<file path="src/verilog/icache_pkg.sv">
`default_nettype none

package icache_pkg;

    // Cache geometry, all in bytes unless named as a width
    localparam int ADDR_WIDTH     = 32;
    localparam int INSN_WIDTH     = 32;
    localparam int CACHE_SIZE     = 1024;
    localparam int LINE_SIZE      = 32;

    // Derived sizes
    localparam int LINE_WIDTH     = LINE_SIZE * 8;
    localparam int WORDS_PER_LINE = LINE_WIDTH / INSN_WIDTH;
    localparam int LINE_COUNT     = CACHE_SIZE / LINE_SIZE;

    // Address field widths
    localparam int BYTE_BITS      = $clog2(INSN_WIDTH / 8);
    localparam int WORD_BITS      = $clog2(WORDS_PER_LINE);
    localparam int OFFSET_WIDTH   = BYTE_BITS + WORD_BITS;
    localparam int INDEX_WIDTH    = $clog2(LINE_COUNT);
    localparam int TAG_WIDTH      = ADDR_WIDTH - INDEX_WIDTH - OFFSET_WIDTH;

    // Fetch address split into its cache fields, MSB first
    typedef struct packed {
        logic [TAG_WIDTH-1:0]   tag;
        logic [INDEX_WIDTH-1:0] index;
        logic [WORD_BITS-1:0]   word;
        logic [BYTE_BITS-1:0]   byte_sel;
    } ic_addr_t;

    // One line as held in the array
    typedef struct packed {
        logic                   valid;
        logic [TAG_WIDTH-1:0]   tag;
        logic [LINE_WIDTH-1:0]  data;
    } ic_entry_t;

    // Array write payload from the refill unit
    typedef struct packed {
        logic [INDEX_WIDTH-1:0] index;
        logic [TAG_WIDTH-1:0]   tag;
        logic [LINE_WIDTH-1:0]  data;
    } ic_fill_t;

    // Refill FSM states
    typedef enum logic {
        REFILL_IDLE = 1'b0,
        REFILL_WAIT = 1'b1
    } refill_state_t;

endpackage

`default_nettype wire

</file>
<file path="src/verilog/icache_refill.sv">
`timescale 1ns/1ps
`default_nettype none

module icache_refill (
    input  logic                                 clk,
    input  logic                                 i_reset,

    // Miss from the lookup pipeline
    input  logic                                 i_miss,
    input  icache_pkg::ic_addr_t                 i_miss_addr,

    // Memory port, one response per request
    output logic                                 o_mem_req,
    output logic [icache_pkg::ADDR_WIDTH-1:0]    o_mem_addr,
    input  logic                                 i_mem_valid,
    input  logic [icache_pkg::LINE_WIDTH-1:0]    i_mem_data,

    // Array write
    output logic                                 o_fill_en,
    output icache_pkg::ic_fill_t                 o_fill
);

    icache_pkg::refill_state_t state_r;
    icache_pkg::ic_addr_t      line_addr_r;
    logic                      miss_accept;

    // Misses while a refill is outstanding are dropped
    assign miss_accept = (state_r == icache_pkg::REFILL_IDLE) && i_miss;

    always_ff @(posedge clk) begin
        if (i_reset) begin
            state_r   <= icache_pkg::REFILL_IDLE;
            o_mem_req <= 1'b0;
        end else begin
            o_mem_req <= 1'b0;
            case (state_r)
                icache_pkg::REFILL_IDLE: begin
                    if (i_miss) begin
                        state_r   <= icache_pkg::REFILL_WAIT;
                        o_mem_req <= 1'b1;
                    end
                end
                icache_pkg::REFILL_WAIT: begin
                    if (i_mem_valid) begin
                        state_r <= icache_pkg::REFILL_IDLE;
                    end
                end
                default: begin
                    state_r <= icache_pkg::REFILL_IDLE;
                end
            endcase
        end
    end

    // Line-aligned address, held until the response arrives
    always_ff @(posedge clk) begin
        if (miss_accept) begin
            line_addr_r.tag      <= i_miss_addr.tag;
            line_addr_r.index    <= i_miss_addr.index;
            line_addr_r.word     <= '0;
            line_addr_r.byte_sel <= '0;
        end
    end

    assign o_mem_addr = line_addr_r;

    // The response becomes one array write in the same cycle
    assign o_fill_en    = (state_r == icache_pkg::REFILL_WAIT) && i_mem_valid;
    assign o_fill.index = line_addr_r.index;
    assign o_fill.tag   = line_addr_r.tag;
    assign o_fill.data  = i_mem_data;

endmodule

`default_nettype wire

</file>
<file path="config.mk">
export PLATFORM = sky130hd
export DESIGN_NAME = icache_refill
export DESIGN_NICKNAME = d
export VERILOG_FILES = /design/src/verilog/icache_pkg.sv /design/src/verilog/icache_refill.sv
export SDC_FILE = /design/constraint.sdc
export NUM_CORES = 1
export LEC_CHECK = 0
export ABC_AREA = 1
export ABC_CLOCK_PERIOD_IN_PS = 5900
export BUFFER_PORTS_ARGS = -buffer_cell sky130_fd_sc_hd__buf_2
export CAP_MARGIN = 25
export CORE_AREA = 4 4 238 240
export DETAILED_ROUTE_END_ITERATION = 10
export DIE_AREA = 0 0 242 244
export HOLD_SLACK_MARGIN = 0.05
export PLACE_DENSITY = 0.3
export SLEW_MARGIN = 20
export SYNTH_ARGS = -nofsm -noshare
export SYNTH_HDL_FRONTEND = slang
export SYNTH_SLANG_ARGS = --single-unit
</file>
<file path="constraint.sdc">
create_clock -name clk -period 5.9 [get_ports clk]
set_input_delay 0.295 -clock clk [delete_from_list [all_inputs] [get_ports clk]]
set_output_delay 0.295 -clock clk [all_outputs]
set_load 0.03 [all_outputs]
</file>
==> flow_metrics.tcl <==
set metrics [dict create \
    hold_start "i_miss_addr[29]" \
    dp_hpwl_um 10500 \
    grt_pass1_vias 1337 \
    io_pins 609 \
    clock_path_buffers 2 \
    ys_seq_area_share_pct 27.8 \
    std_cell_rows 86 \
    cts.sinks 29 \
    ff2ff_path_depth 2 \
    fmax_mhz 696 \
    drc 0 \
    crit_type "register to register" \
    cts_resized 0 \
    nNetsFinal 431 \
    die_x_um 242 \
    yosys_register_bits 29 \
    drive_gt1_share_pct 67.9 \
    rsz0062_at_grt "false" \
    port_buffers 86 \
    hp-class "primary input to register" \
    htreeDepth 2 \
    final_common_cell "buf_2" \
    start_util_pct 5.60 \
    area_delta_synth_final_pct -22.5 \
    arrival_ns 1.39 \
    synth_top_cell_area_share_pct 70.7 \
    drt-pass1-iter-count 2 \
    power_leakage_uw 0.000756 \
    endpoint_kind "register" \
    yosysTopAreaCell "buf_4" \
    clk_pin_slew_ns 0.06 \
    grt_max_degree 20 \
    gp_congestion 0.618 \
    hold_viol 0 \
    yosys_warnings 0 \
    worst_ep_required_time_ns 5.85 \
    dieArea_um2 59000 \
    antenna_left 0 \
    finalCriticalPeriod_ns 1.44 \
    maxSlewViolCount 0 \
    avgSynthCellArea_um2 9.30 \
    mostFrequentLayoutCells "buf_2 (86), edfxtp_1 (27), inv_1 (5), conb_1 (5), clkbuf_16 (5)" \
    synth.cell_area_um2 3060 \
    grt.total_usage_pct 3.77 \
    dieHeight_um 244 \
    synthTopCellsByArea "buf_4 (71%), edfxtp_1 (27%), dfxtp_1 (1.3%)" \
    syn_inst 329 \
    critPathMaxFanout 19 \
    tns_ns 0 \
    grt_pass1_wl_um 14400 \
    design_area_um2 2370 \
    reg2reg_to "o_fill[260]$_DFFE_PP_" \
    numCtsBuffers 5 \
    wl_per_cell_um 14.3 \
    min_to "o_fill[275]$_DFFE_PP_" \
    diodes 0 \
    drt_iter0_drc 28 \
    synth_cell_type_count 8 \
    r2r_setup_slack_ns 4.46 \
    skew_ns 0.00879 \
    drt_wl_total_um 12100 \
    antenna_found_initial 0 \
    dpl_cell_area_um2 2230 \
    hold_buffers 0 \
    cts_tree "done" \
    clk_latency_ns 0.28 \
    cap_violations 0 \
    r2r_start "state_r$_SDFF_PP0_" \
    power_density_nw_per_um2 248 \
    worstSetupStartpointType "register" \
    setup_violations 0 \
    postCtsSetupRepairBufs 0 \
    vias 1144 \
    routed_via_density 1.36 \
    period_share_pct 24.3 \
    core_area_um2 54700 \
    cts-root-buf "clkbuf_16" \
    status "complete, no violations" \
    ir_drop_mv 0.0952 \
    holdPathStages 1 \
    grt_overflow_total 0 \
]
-- logic make-up (layout without fill, tap and decap cells) --
| family | count (synthesis) | count (layout) | share of synthesized area, % |
|---|---|---|---|
| buffers and inverters | 293 | 100 | 71.3 |
| DFF | 29 | 29 | 27.8 |
| other | 1 | 5 | 0.123 |
| and+or+nand+nor | 6 | 6 | 0.777 |
-- worst max-delay path, cell delays in order (launching register included) --
cell     delay (ns)
dfxtp_1        0.34
nor2_2         0.39
buf_4          0.37
-- registers in the layout, indices dropped and copies added, names as in the netlist --
name,cells
o_fill,27
o_mem_req,1
state_r,1
-- layout make-up --
| class | instances | area [µm²] |
|---|---|---|
| Tap cell | 704 | 881 |
| Clock inverter | 2 | 10.0 |
| Sequential cell | 29 | 851 |
| Fill cell | 6487 | 52300 |
| Multi-Input combinational cell | 11 | 45.0 |
| Timing Repair Buffer | 87 | 438 |
| Inverter | 5 | 18.8 |
| Clock buffer | 6 | 129 |
-- worst max path at each step --
stage	start	endpoint	cells after the start
2_1_floorplan	state_r$_SDFF_PP0_	o_fill[256]$_DFFE_PP_	1
3_3_place_gp	i_miss	o_fill[260]$_DFFE_PP_	4
3_5_place_dp	i_miss	o_fill[271]$_DFFE_PP_	4
4_1_cts	state_r$_SDFF_PP0_	o_fill[260]$_DFFE_PP_	2
5_1_grt	state_r$_SDFF_PP0_	o_fill[260]$_DFFE_PP_	2
6_report	state_r$_SDFF_PP0_	o_fill[260]$_DFFE_PP_	2
-- layer usage --
layer / track usage, % / routed length [µm] / vias up
met5: 0.654 / 57 / -
met4: 5.04 / 1820 / 2
met3: 5.11 / 3460 / 130
met2: 4.49 / 4360 / 277
met1: 2.14 / 2400 / 400
li1: - / - / 335
-- synth_stat cells --
master / count
buf_4: 288
inv_1: 5
conb_1: 1
edfxtp_1: 27
dfxtp_1: 2
nor2_1: 2
nand3_1: 1
nand2_1: 3
-- report_power, final --
group	total, µW	switching [µW]	internal, µW
combinational	93.9	70.3	23.6
clock	246	91.5	155
sequential	249	7.30	241
total	589	169	420
-- metrics by stage --
stage	instances	total power [µW]	util (%)	hold WS (ns)	setup slack, ns
2_1_floorplan	333	653	-	0.394	4.00
3_3_place_gp	836	349	4.09	0.472	4.34
3_5_place_dp	836	348	4.09	0.473	4.37
4_1_cts	844	605	4.34	0.176	4.42
5_1_grt	844	621	4.34	0.180	4.35
6_report	844	589	4.34	0.190	4.46
Power figures use the tool's default switching activity.
