$ cat config.mk
export PLATFORM = sky130hd
export DESIGN_NAME = icache
export DESIGN_NICKNAME = d
export VERILOG_FILES = /design/src/verilog/icache_pkg.sv /design/src/verilog/icache.sv
export SDC_FILE = /design/constraint.sdc
export NUM_CORES = 1
export LEC_CHECK = 0
export ABC_AREA = 1
export BUFFER_PORTS_ARGS = -buffer_cell sky130_fd_sc_hd__buf_2
export CAP_MARGIN = 0
export CORE_AREA = 8 8 145 147
export DETAILED_ROUTE_END_ITERATION = 10
export DIE_AREA = 0 0 153 155
export PLACE_DENSITY = 0.56
export SLEW_MARGIN = 20
export SYNTH_ARGS = -nofsm -noshare
export SYNTH_HDL_FRONTEND = slang
export SYNTH_SLANG_ARGS = --single-unit
$ cat constraint.sdc
create_clock -name clk -period 1.6 [get_ports clk]
set_clock_uncertainty 0.15 [all_clocks]
set_input_delay 0.32 -clock clk [delete_from_list [all_inputs] [get_ports clk]]
set_output_delay 0.32 -clock clk [all_outputs]
set_load 0.01 [all_outputs]
$ cat src/verilog/icache_pkg.sv
`default_nettype none

package icache_pkg;

    // Cache geometry, all in bytes unless named as a width
    localparam int ADDR_WIDTH     = 32;
    localparam int INSN_WIDTH     = 32;
    localparam int CACHE_SIZE     = 1024;
    localparam int LINE_SIZE      = 32;

    // Derived sizes
    localparam int LINE_WIDTH     = LINE_SIZE * 8;
    localparam int WORDS_PER_LINE = LINE_WIDTH / INSN_WIDTH;
    localparam int LINE_COUNT     = CACHE_SIZE / LINE_SIZE;

    // Address field widths
    localparam int BYTE_BITS      = $clog2(INSN_WIDTH / 8);
    localparam int WORD_BITS      = $clog2(WORDS_PER_LINE);
    localparam int OFFSET_WIDTH   = BYTE_BITS + WORD_BITS;
    localparam int INDEX_WIDTH    = $clog2(LINE_COUNT);
    localparam int TAG_WIDTH      = ADDR_WIDTH - INDEX_WIDTH - OFFSET_WIDTH;

    // Fetch address split into its cache fields, MSB first
    typedef struct packed {
        logic [TAG_WIDTH-1:0]   tag;
        logic [INDEX_WIDTH-1:0] index;
        logic [WORD_BITS-1:0]   word;
        logic [BYTE_BITS-1:0]   byte_sel;
    } ic_addr_t;

    // One line as held in the array
    typedef struct packed {
        logic                   valid;
        logic [TAG_WIDTH-1:0]   tag;
        logic [LINE_WIDTH-1:0]  data;
    } ic_entry_t;

    // Array write payload from the refill unit
    typedef struct packed {
        logic [INDEX_WIDTH-1:0] index;
        logic [TAG_WIDTH-1:0]   tag;
        logic [LINE_WIDTH-1:0]  data;
    } ic_fill_t;

    // Refill FSM states
    typedef enum logic {
        REFILL_IDLE = 1'b0,
        REFILL_WAIT = 1'b1
    } refill_state_t;

endpackage

`default_nettype wire

$ cat src/verilog/icache.sv
`timescale 1ns/1ps
`default_nettype none

// Two-stage instruction cache lookup
// IT stage reads the array, IR stage forms the hit and picks the word

module icache (
    input  logic                                 clk,
    input  logic                                 i_reset,

    // Lookup request and result
    input  logic                                 i_ic_en,
    input  icache_pkg::ic_addr_t                 i_ic_addr,
    output logic                                 o_ic_hit,
    output logic                                 o_ic_miss,
    output icache_pkg::ic_addr_t                 o_ic_miss_addr,
    output logic [icache_pkg::INSN_WIDTH-1:0]    o_ic_data,

    // Array read port
    output logic                                 o_rd_en,
    output logic [icache_pkg::INDEX_WIDTH-1:0]   o_rd_index,
    input  icache_pkg::ic_entry_t                i_rd_entry
);

    // IT stage
    // The index goes straight to the array, the entry returns next cycle
    assign o_rd_en    = i_ic_en;
    assign o_rd_index = i_ic_addr.index;

    // IT -> IR pipeline registers
    logic                 it_en_r;
    icache_pkg::ic_addr_t it_addr_r;

    always_ff @(posedge clk) begin
        if (i_reset) begin
            it_en_r <= 1'b0;
        end else begin
            it_en_r <= i_ic_en;
        end
    end

    // Tag and word select ride along with the full address
    always_ff @(posedge clk) begin
        it_addr_r <= i_ic_addr;
    end

    // IR stage
    logic                              tag_match;
    logic                              ic_hit;
    logic                              ic_miss;
    logic [icache_pkg::INSN_WIDTH-1:0] insn_data;

    assign tag_match = i_rd_entry.valid && (i_rd_entry.tag == it_addr_r.tag);

    // Only a real lookup reports anything
    assign ic_hit  = it_en_r && tag_match;
    assign ic_miss = it_en_r && !tag_match;

    // Instructions are word aligned within the line
    assign insn_data = i_rd_entry.data[it_addr_r.word * icache_pkg::INSN_WIDTH +:
                                       icache_pkg::INSN_WIDTH];

    always_ff @(posedge clk) begin
        if (i_reset) begin
            o_ic_hit  <= 1'b0;
            o_ic_miss <= 1'b0;
        end else begin
            o_ic_hit  <= ic_hit;
            o_ic_miss <= ic_miss;
        end
    end

    // Data and miss address are payload, qualified by hit and miss
    always_ff @(posedge clk) begin
        o_ic_data      <= insn_data;
        o_ic_miss_addr <= it_addr_r;
    end

endmodule

`default_nettype wire

==> summary.md, run 1 <==
| Metric | Value |
|---|---|
| Status | finished, final reports clean |
| DRC | 0 |
| Fillcell total | 1,989 |
| Mapped Cells | between 600 and 700 |
| CTS tree | yes |
| First DRT Iteration DRCs | ~190 |
| Layout cells sized above 1 | 41.3% |
| Tightest Hold Check Type | primary input to register |
| Setup crit end | o_rd_index[2] |
| Clock Pin Slew Worst Setup and Hold Paths | 0.07 ns |
| ANT nets after route | 0 |
| Most frequent cell after synthesis | nand2_1 |
| Placement-stage cell area | 6990 µm² |
| Fin. max-slew vios | 0 |
| Clk buf depth | 2 |
| Via/cell ratio | 4.41 |
| P_sw | 1.86 mW |
| Finish-stage setup viols | 0 |
| Initial antenna violation count | 2 |
| Mapped Nets | between 900 and 1,000 |
| Worst Path Class, Setup | primary input to output port |
| Seq pwr share | 42.5% |
| Chip height | 155 µm |
| Yosys reg bits | 99 |
| Core footprint | approximately 19,000 µm² |
| Dominant cell type by area after synthesis | dfxtp_1 |
| Post-CTS Setup Inserts | 0 |
| GPL Wtd Cong | 0.827 |
| Worst skew pair latency | 0.35 ns |
| Ys async rst share | 0% |
| CP Capture Type | output port |
| Clk pwr share | 34.9% |
| Post-synthesis cell type count | 18 |
| EDFF count, synth | 0 |
| Num rows | 51 |
| Int Pwr | 4.50 mW |
| Power share of the combinational group | 22.6% |
| Flip-flop cell with the highest count after synthesis | dfxtp_1 |
| Fin crit share | slightly below 100% |
| Pleak | 4.17 nW |
| Reg area | 1990 µm² |
| Worst Path Max Fanout | 2 |
| CTS Buf Count | 9 |
| Worst EP required | between 1 and 1.5 ns |
| Die X-Extent | 153 µm |
| Vias | ~5,600 |
| Effective utilization at floorplan | about 25% |
| RR Startpoint | it_addr_r[2] |
| First-pass GRT wire length | 31,300 µm |
| FF-to-FF End | o_ic_data[10] |
| Vias in the first global route | between 5,000 and 6,000 |
| Drt total wl | 20,800 µm |
| TNS Setup | 0 ns |
| Register area share after synthesis | 42.1% |
| CP startpoint | i_ic_addr[7] |
| Die area | 23,700 µm² |
| Clock sinks | 99 |
| Fin. Hold Viols | 0 |
| Pwr dens | 835 nW/µm² |
| Nets | 1,345 |
| Post-Syn Area | approximately 4700 µm² |
| CTS H-tree lvls | 3 |
| R2R cell count | 6 |
| CP Data Arrival Time | between 1 and 1.5 ns |
| Multi-input gate area | 2290 µm² |
| Synth top area share | 42.1% |
| Pre-antenna DRT Iters | 4 |
| Max-cap violations | 0 |
| Actual slew at the worst max-slew pin | ~0.27 ns |
| Peak supply drop | 0.369 mV |
| Port Buffers | 385 |
| Setup slack, reg-to-reg | 0.12 ns |
| Commonest cells post-synth | 154 x nand2_1, 99 x dfxtp_1, 87 x nor2_1 |
| Switching Fraction | 29.3% |
| Largest net degree at the start of global routing | 48 |
| YS warnings | 0 |
| Post-DR wirelength/cell | 16.3 µm |
| Design Area, Final | approximately 7600 µm² |
| Worst setup SP type | primary input |
| Total GRT Usage | 16.8% |
| Syn avg cell area | 7.52 µm² |
| Grt ovf | 0 |
| I/O pins | ~390 |
| Max Clock Freq | approximately 0.63 GHz |
| Min Clock Period, post-route | around 1.6 ns |
| Area Growth Syn to Fin | 61.8% |
| Post-detail-place hpwl | 16,800 µm |
| Slew HR | 81.8% |
| Area contributors post-synth | dfxtp_1 42%, mux2i_1 14%, nand2_1 12% |
| CTS root buffer | clkbuf_16 |
how the worst min path moves through the flow:
stage | start | to | slack, ns | cells after the start
2_1_floorplan | it_addr_r[0] | o_ic_miss_addr[0] | 0.16 | 0
3_3_place_gp | it_addr_r[5] | o_ic_miss_addr[5] | 0.16 | 0
3_5_place_dp | it_addr_r[7] | o_ic_miss_addr[7] | 0.16 | 0
4_1_cts | i_ic_en | it_en_r | 0.03 | 3
5_1_grt | i_ic_en | it_en_r | 0.05 | 3
6_report | i_ic_en | it_en_r | 0.05 | 3
cells by family after synthesis:
| kind of cell | after synthesis | synth area share (%) |
|---|---|---|
| muxes | 64 | 13.6 |
| xor gates and xnor gates | 1 | 0.186 |
| DFF | 99 | 42.1 |
| AOI/OAI and AO/OA | 130 | 15.5 |
| buffers and inverters | 89 | 9.14 |
| and+or+nand+nor | 243 | 19.4 |
timing repair:
item,4_1_cts,5_1_grt
resized for setup,0,1
hold buffers,33,0
setup endpoints to repair,0,4
endpoints found under the hold margin,33,0
placed cells by master (no fill, tap or decap), types with 2 or more instances in the layout:
cell	instances
buf_2	381
nand2_1	154
dfxtp_1	96
nor2_1	87
o21ai_0	64
mux2i_1	64
o22ai_1	64
inv_1	41
dlygate4sd3_1	33
buf_4	16
buf_12	10
clkbuf_16	9
inv_8	3
diode_2	2
o21ai_1	2
nand3_1	2
clkinv_4	2
dfxtp_4	2
power groups by stage:
stage | logic (mW) | registers [mW] | clock network (mW)
final | 1.44 | 2.71 | 2.22
after global routing | 1.59 | 2.73 | 2.43
after CTS | 1.45 | 2.71 | 2.32
after detailed placement | 1.38 | 2.77 | 0
after global placement | 1.37 | 2.76 | 0
after floorplan | 0.583 | 2.83 | 0
worst max-delay path: stages:
cell and delay [ns]:
dlygate4sd3_1 0.53, buf_2 0.14, buf_6 0.12
registers in the layout, summed over array words and instances, names as in the netlist:
signal / flops
o_ic_miss: 1
o_ic_data: 32
o_ic_miss_addr: 32
it_addr_r: 32
o_ic_hit: 1
it_en_r: 1
through the flow:
step	setup WS [ns]	std cells	hold slack, ns	util [%]	total power, mW
floorplan	0.216	626	0.160	-	3.41
global placement	0.134	1228	0.160	36.9	4.14
detailed placement	0.0923	1228	0.162	36.9	4.15
CTS	0.00538	1277	0.0291	40.2	6.48
global route	-0.00471	1275	0.0454	40.2	6.74
finish	0.0159	1276	0.0536	40.2	6.36
cell type report:
cell class	instances	share of cell area, %
Multi-Input combinational cell	438	30.1
Sequential cell	99	26.1
Inverter	42	2.07
Clock buffer	9	2.96
Timing Repair Buffer	441	33.7
Tap cell	238	3.91
Clock inverter	7	1.00
Antenna cell	2	0.0657
per-layer routing:
| layer | part of all wire, % | GRT usage (%) |
|---|---|---|
| met5 | 0.063 | 0 |
| met4 | 2.2 | 6.31 |
| met3 | 8.6 | 6.16 |
| met2 | 49 | 29.8 |
| met1 | 40 | 18.0 |
(Power assumes the default switching activity.)
==> inputs of run 2 (changes only) <==
Settings changed: CORE_AREA 8 8 145 147 to 2 2 151 153, PLACE_DENSITY 0.56 to 0.49.
==> run 2 against run 1 <==
Effect of this change:
- sequential power hardly changed
- global-route usage is 1.4 points lower
- wire length decreased by 7.0%
- combinational power barely moved
- via count decreased by 1.0%
- count of clock-buffer cells in the layout unchanged
- power increased by 1.6%
- largest power group unchanged
==> summary.md, run 2 (synthesized netlist as in run 1, its figures left out) <==
| Metric | Value |
|---|---|
| Max-cap violations | 0 (unchanged) |
| Vias | 5,570 (-1.0%) |
| Max Clock Freq | 0.638 GHz (+1.1%) |
| Fin crit share | 97.9% (-1.1 points) |
| Core footprint | 22,200 µm² (+17%) |
| Worst Path Max Fanout | 2 (unchanged) |
| Status | finished, final reports clean |
| GPL Wtd Cong | 0.818 (-1.1%) |
| Vias in the first global route | 5,238 (-10%) |
| I/O pins | 386 (unchanged) |
| Ant. Diodes | 0 (-2) |
| Clk buf depth | 2 (unchanged) |
| Worst Path Class, Setup | primary input to output port |
| Fin. Hold Viols | 0 (unchanged) |
| Post-detail-place hpwl | 15,300 µm (-9.4%) |
| CP max stage delay | 0.53 ns (about the same) |
| Finish-stage setup viols | 0 (unchanged) |
| Total GRT Usage | 15.4% (-1.4 points) |
| Clock Pin Slew Worst Setup and Hold Paths | 0.08 ns (about the same) |
| Grt ovf | 0 (unchanged) |
| CP Data Arrival Time | 1.10 ns (about the same) |
| ANT nets after route | 0 (unchanged) |
| Worst skew pair latency | 0.36 ns (about the same) |
| CTS root buffer | clkbuf_16 |
| RSZ-0062 raised after global routing | no |
| Via/cell ratio | 4.22 (-4.3%) |
| TNS Setup | 0 ns (unchanged) |
| Largest net degree at the start of global routing | 71 (+48%) |
| Tightest Hold Check Type | primary input to register |
| Actual slew at the worst max-slew pin | 0.301 ns (+0.0283 ns) |
| Die X-Extent | 153 µm (unchanged) |
| Slew HR | 79.9% (-1.9 points) |
| Chip height | 155 µm (unchanged) |
| Placement-stage cell area | 6970 µm² (-0.27%) |
| Fillcell total | 2,446 (+23%) |
| DRC | 0 (unchanged) |
| Biggest regs | it_addr_r x32, o_ic_data x32, o_ic_miss_addr x32 |
| Peak supply drop | 0.409 mV (+11%) |
| Num rows | 55 (+7.8%) |
| Design Area, Final | 7740 µm² (+1.6%) |
| Pwr dens | 835 nW/µm² (about the same) |
| Effective utilization at floorplan | 21.2% (-3.7 points) |
| Slowest cell on crit path | dlygate4sd3_1 |
| Post-DR wirelength/cell | 14.6 µm (-10%) |
| Critical-path cell list | dlygate4sd3_1 > buf_2 > buf_6 |
| Port Buffers | 385 (unchanged) |
| Fin. max-slew vios | 0 (unchanged) |
| Pleak | 4.19 nW (+0.54%) |
| CTS tree | yes |
| CTS Buf Count | 9 (unchanged) |
| Commonest non-fill, non-tap cells in the layout | 380 x buf_2, 154 x nand2_1, 96 x dfxtp_1 |
| Reg area | 1990 µm² (unchanged) |
| Layout cells sized above 1 | 41.4% (about the same) |
| CTS H-tree lvls | 3 (unchanged) |
| CP Capture Type | output port |
| Commonest non-fill, non-tap cell in the layout | buf_2 |
| Pre-antenna DRT Iters | 4 (unchanged) |
| Clock sinks | 99 (unchanged) |
| Worst setup SP type | primary input |
| Worst EP required | 1.13 ns (about the same) |
| Drt total wl | 19,300 µm (-7.0%) |
| Min Clock Period, post-route | 1.57 ns (-0.0176 ns) |
| Multi-input gate area | 2300 µm² (+0.16%) |
| Area Growth Syn to Fin | 64.4% |
| Die area | 23,700 µm² (unchanged) |
| Nets | 1,344 (-0.074%) |
| Initial antenna violation count | 1 (-1) |
| First-pass GRT wire length | 28,300 µm (-9.6%) |
| First DRT Iteration DRCs | 238 (+27%) |
[run 2: changes by cell type in the layout (fill, tap and decap cells not counted), sizes merged]
cell,before,now
buf,408,404
clkbuf,9,12
diode,2,0
[run 2: timing repair]
| action | CTS | global route |
|---|---|---|
| endpoints found under the hold margin | 33 | 0 |
| buffers inserted | 0 | 4 |
| endpoints found under the setup margin | 0 | 14 |
| hold buffers | 33 | 0 |
| resized for setup | 0 | 4 |
[run 2: worst max-delay path, delay by kind of cell]
kind | cells | cell delay [ns]
buffers and inverters | 3 | 0.77
[run 2: metrics by stage]
step | utilization, % | cells | setup WS (ns) | total power, mW | hold slack (ns)
6_report | 34.8 | 1320 | 0.0335 | 6.46 | 0.0380
5_1_grt | 34.8 | 1320 | 0.00841 | 6.83 | 0.0401
4_1_cts | 34.3 | 1317 | 0.0136 | 6.55 | 0.0277
3_5_place_dp | 31.4 | 1268 | 0.0433 | 4.12 | 0.163
3_3_place_gp | 31.4 | 1268 | 0.0398 | 4.12 | 0.160
2_1_floorplan | - | 626 | 0.216 | 3.41 | 0.160
[run 2: final timing paths]
kind,depth (start not counted),slack (ns),to,from
hold / removal,3,0.04,it_en_r,i_ic_en
hold reg to reg,0,0.18,o_ic_miss_addr[9],it_addr_r[9]
setup / recovery,3,0.03,o_rd_index[0],i_ic_addr[5]
setup reg to reg,7,0.07,o_ic_data[7],it_addr_r[2]
[run 2: metal layers]
| layer | part of all wire [%] | GRT usage (%) | wire length [µm] | up-vias |
|---|---|---|---|---|
| met5 | 0.062 | 0 | 12 | - |
| met4 | 1.6 | 5.34 | 310 | 2 |
| met3 | 7.0 | 3.57 | 1360 | 18 |
| met2 | 51 | 27.8 | 9850 | 242 |
| met1 | 40 | 17.8 | 7800 | 2430 |
| li1 | - | - | - | 2878 |
[run 2: where the power goes]
part	internal, mW	total [mW]	switching (mW)
sequential	2.64	2.71	0.0643
clock	1.14	2.31	1.18
combinational	0.751	1.44	0.691
total	4.53	6.46	1.93
[run 2: area by class of cell]
class	instances	area share, %
tap	285	4.61
timing repair buffer	440	33.8
clock inverter	7	1.18
clock buffer	9	2.91
inverter	42	2.04
sequential	99	25.7
multi-input combinational	438	29.7
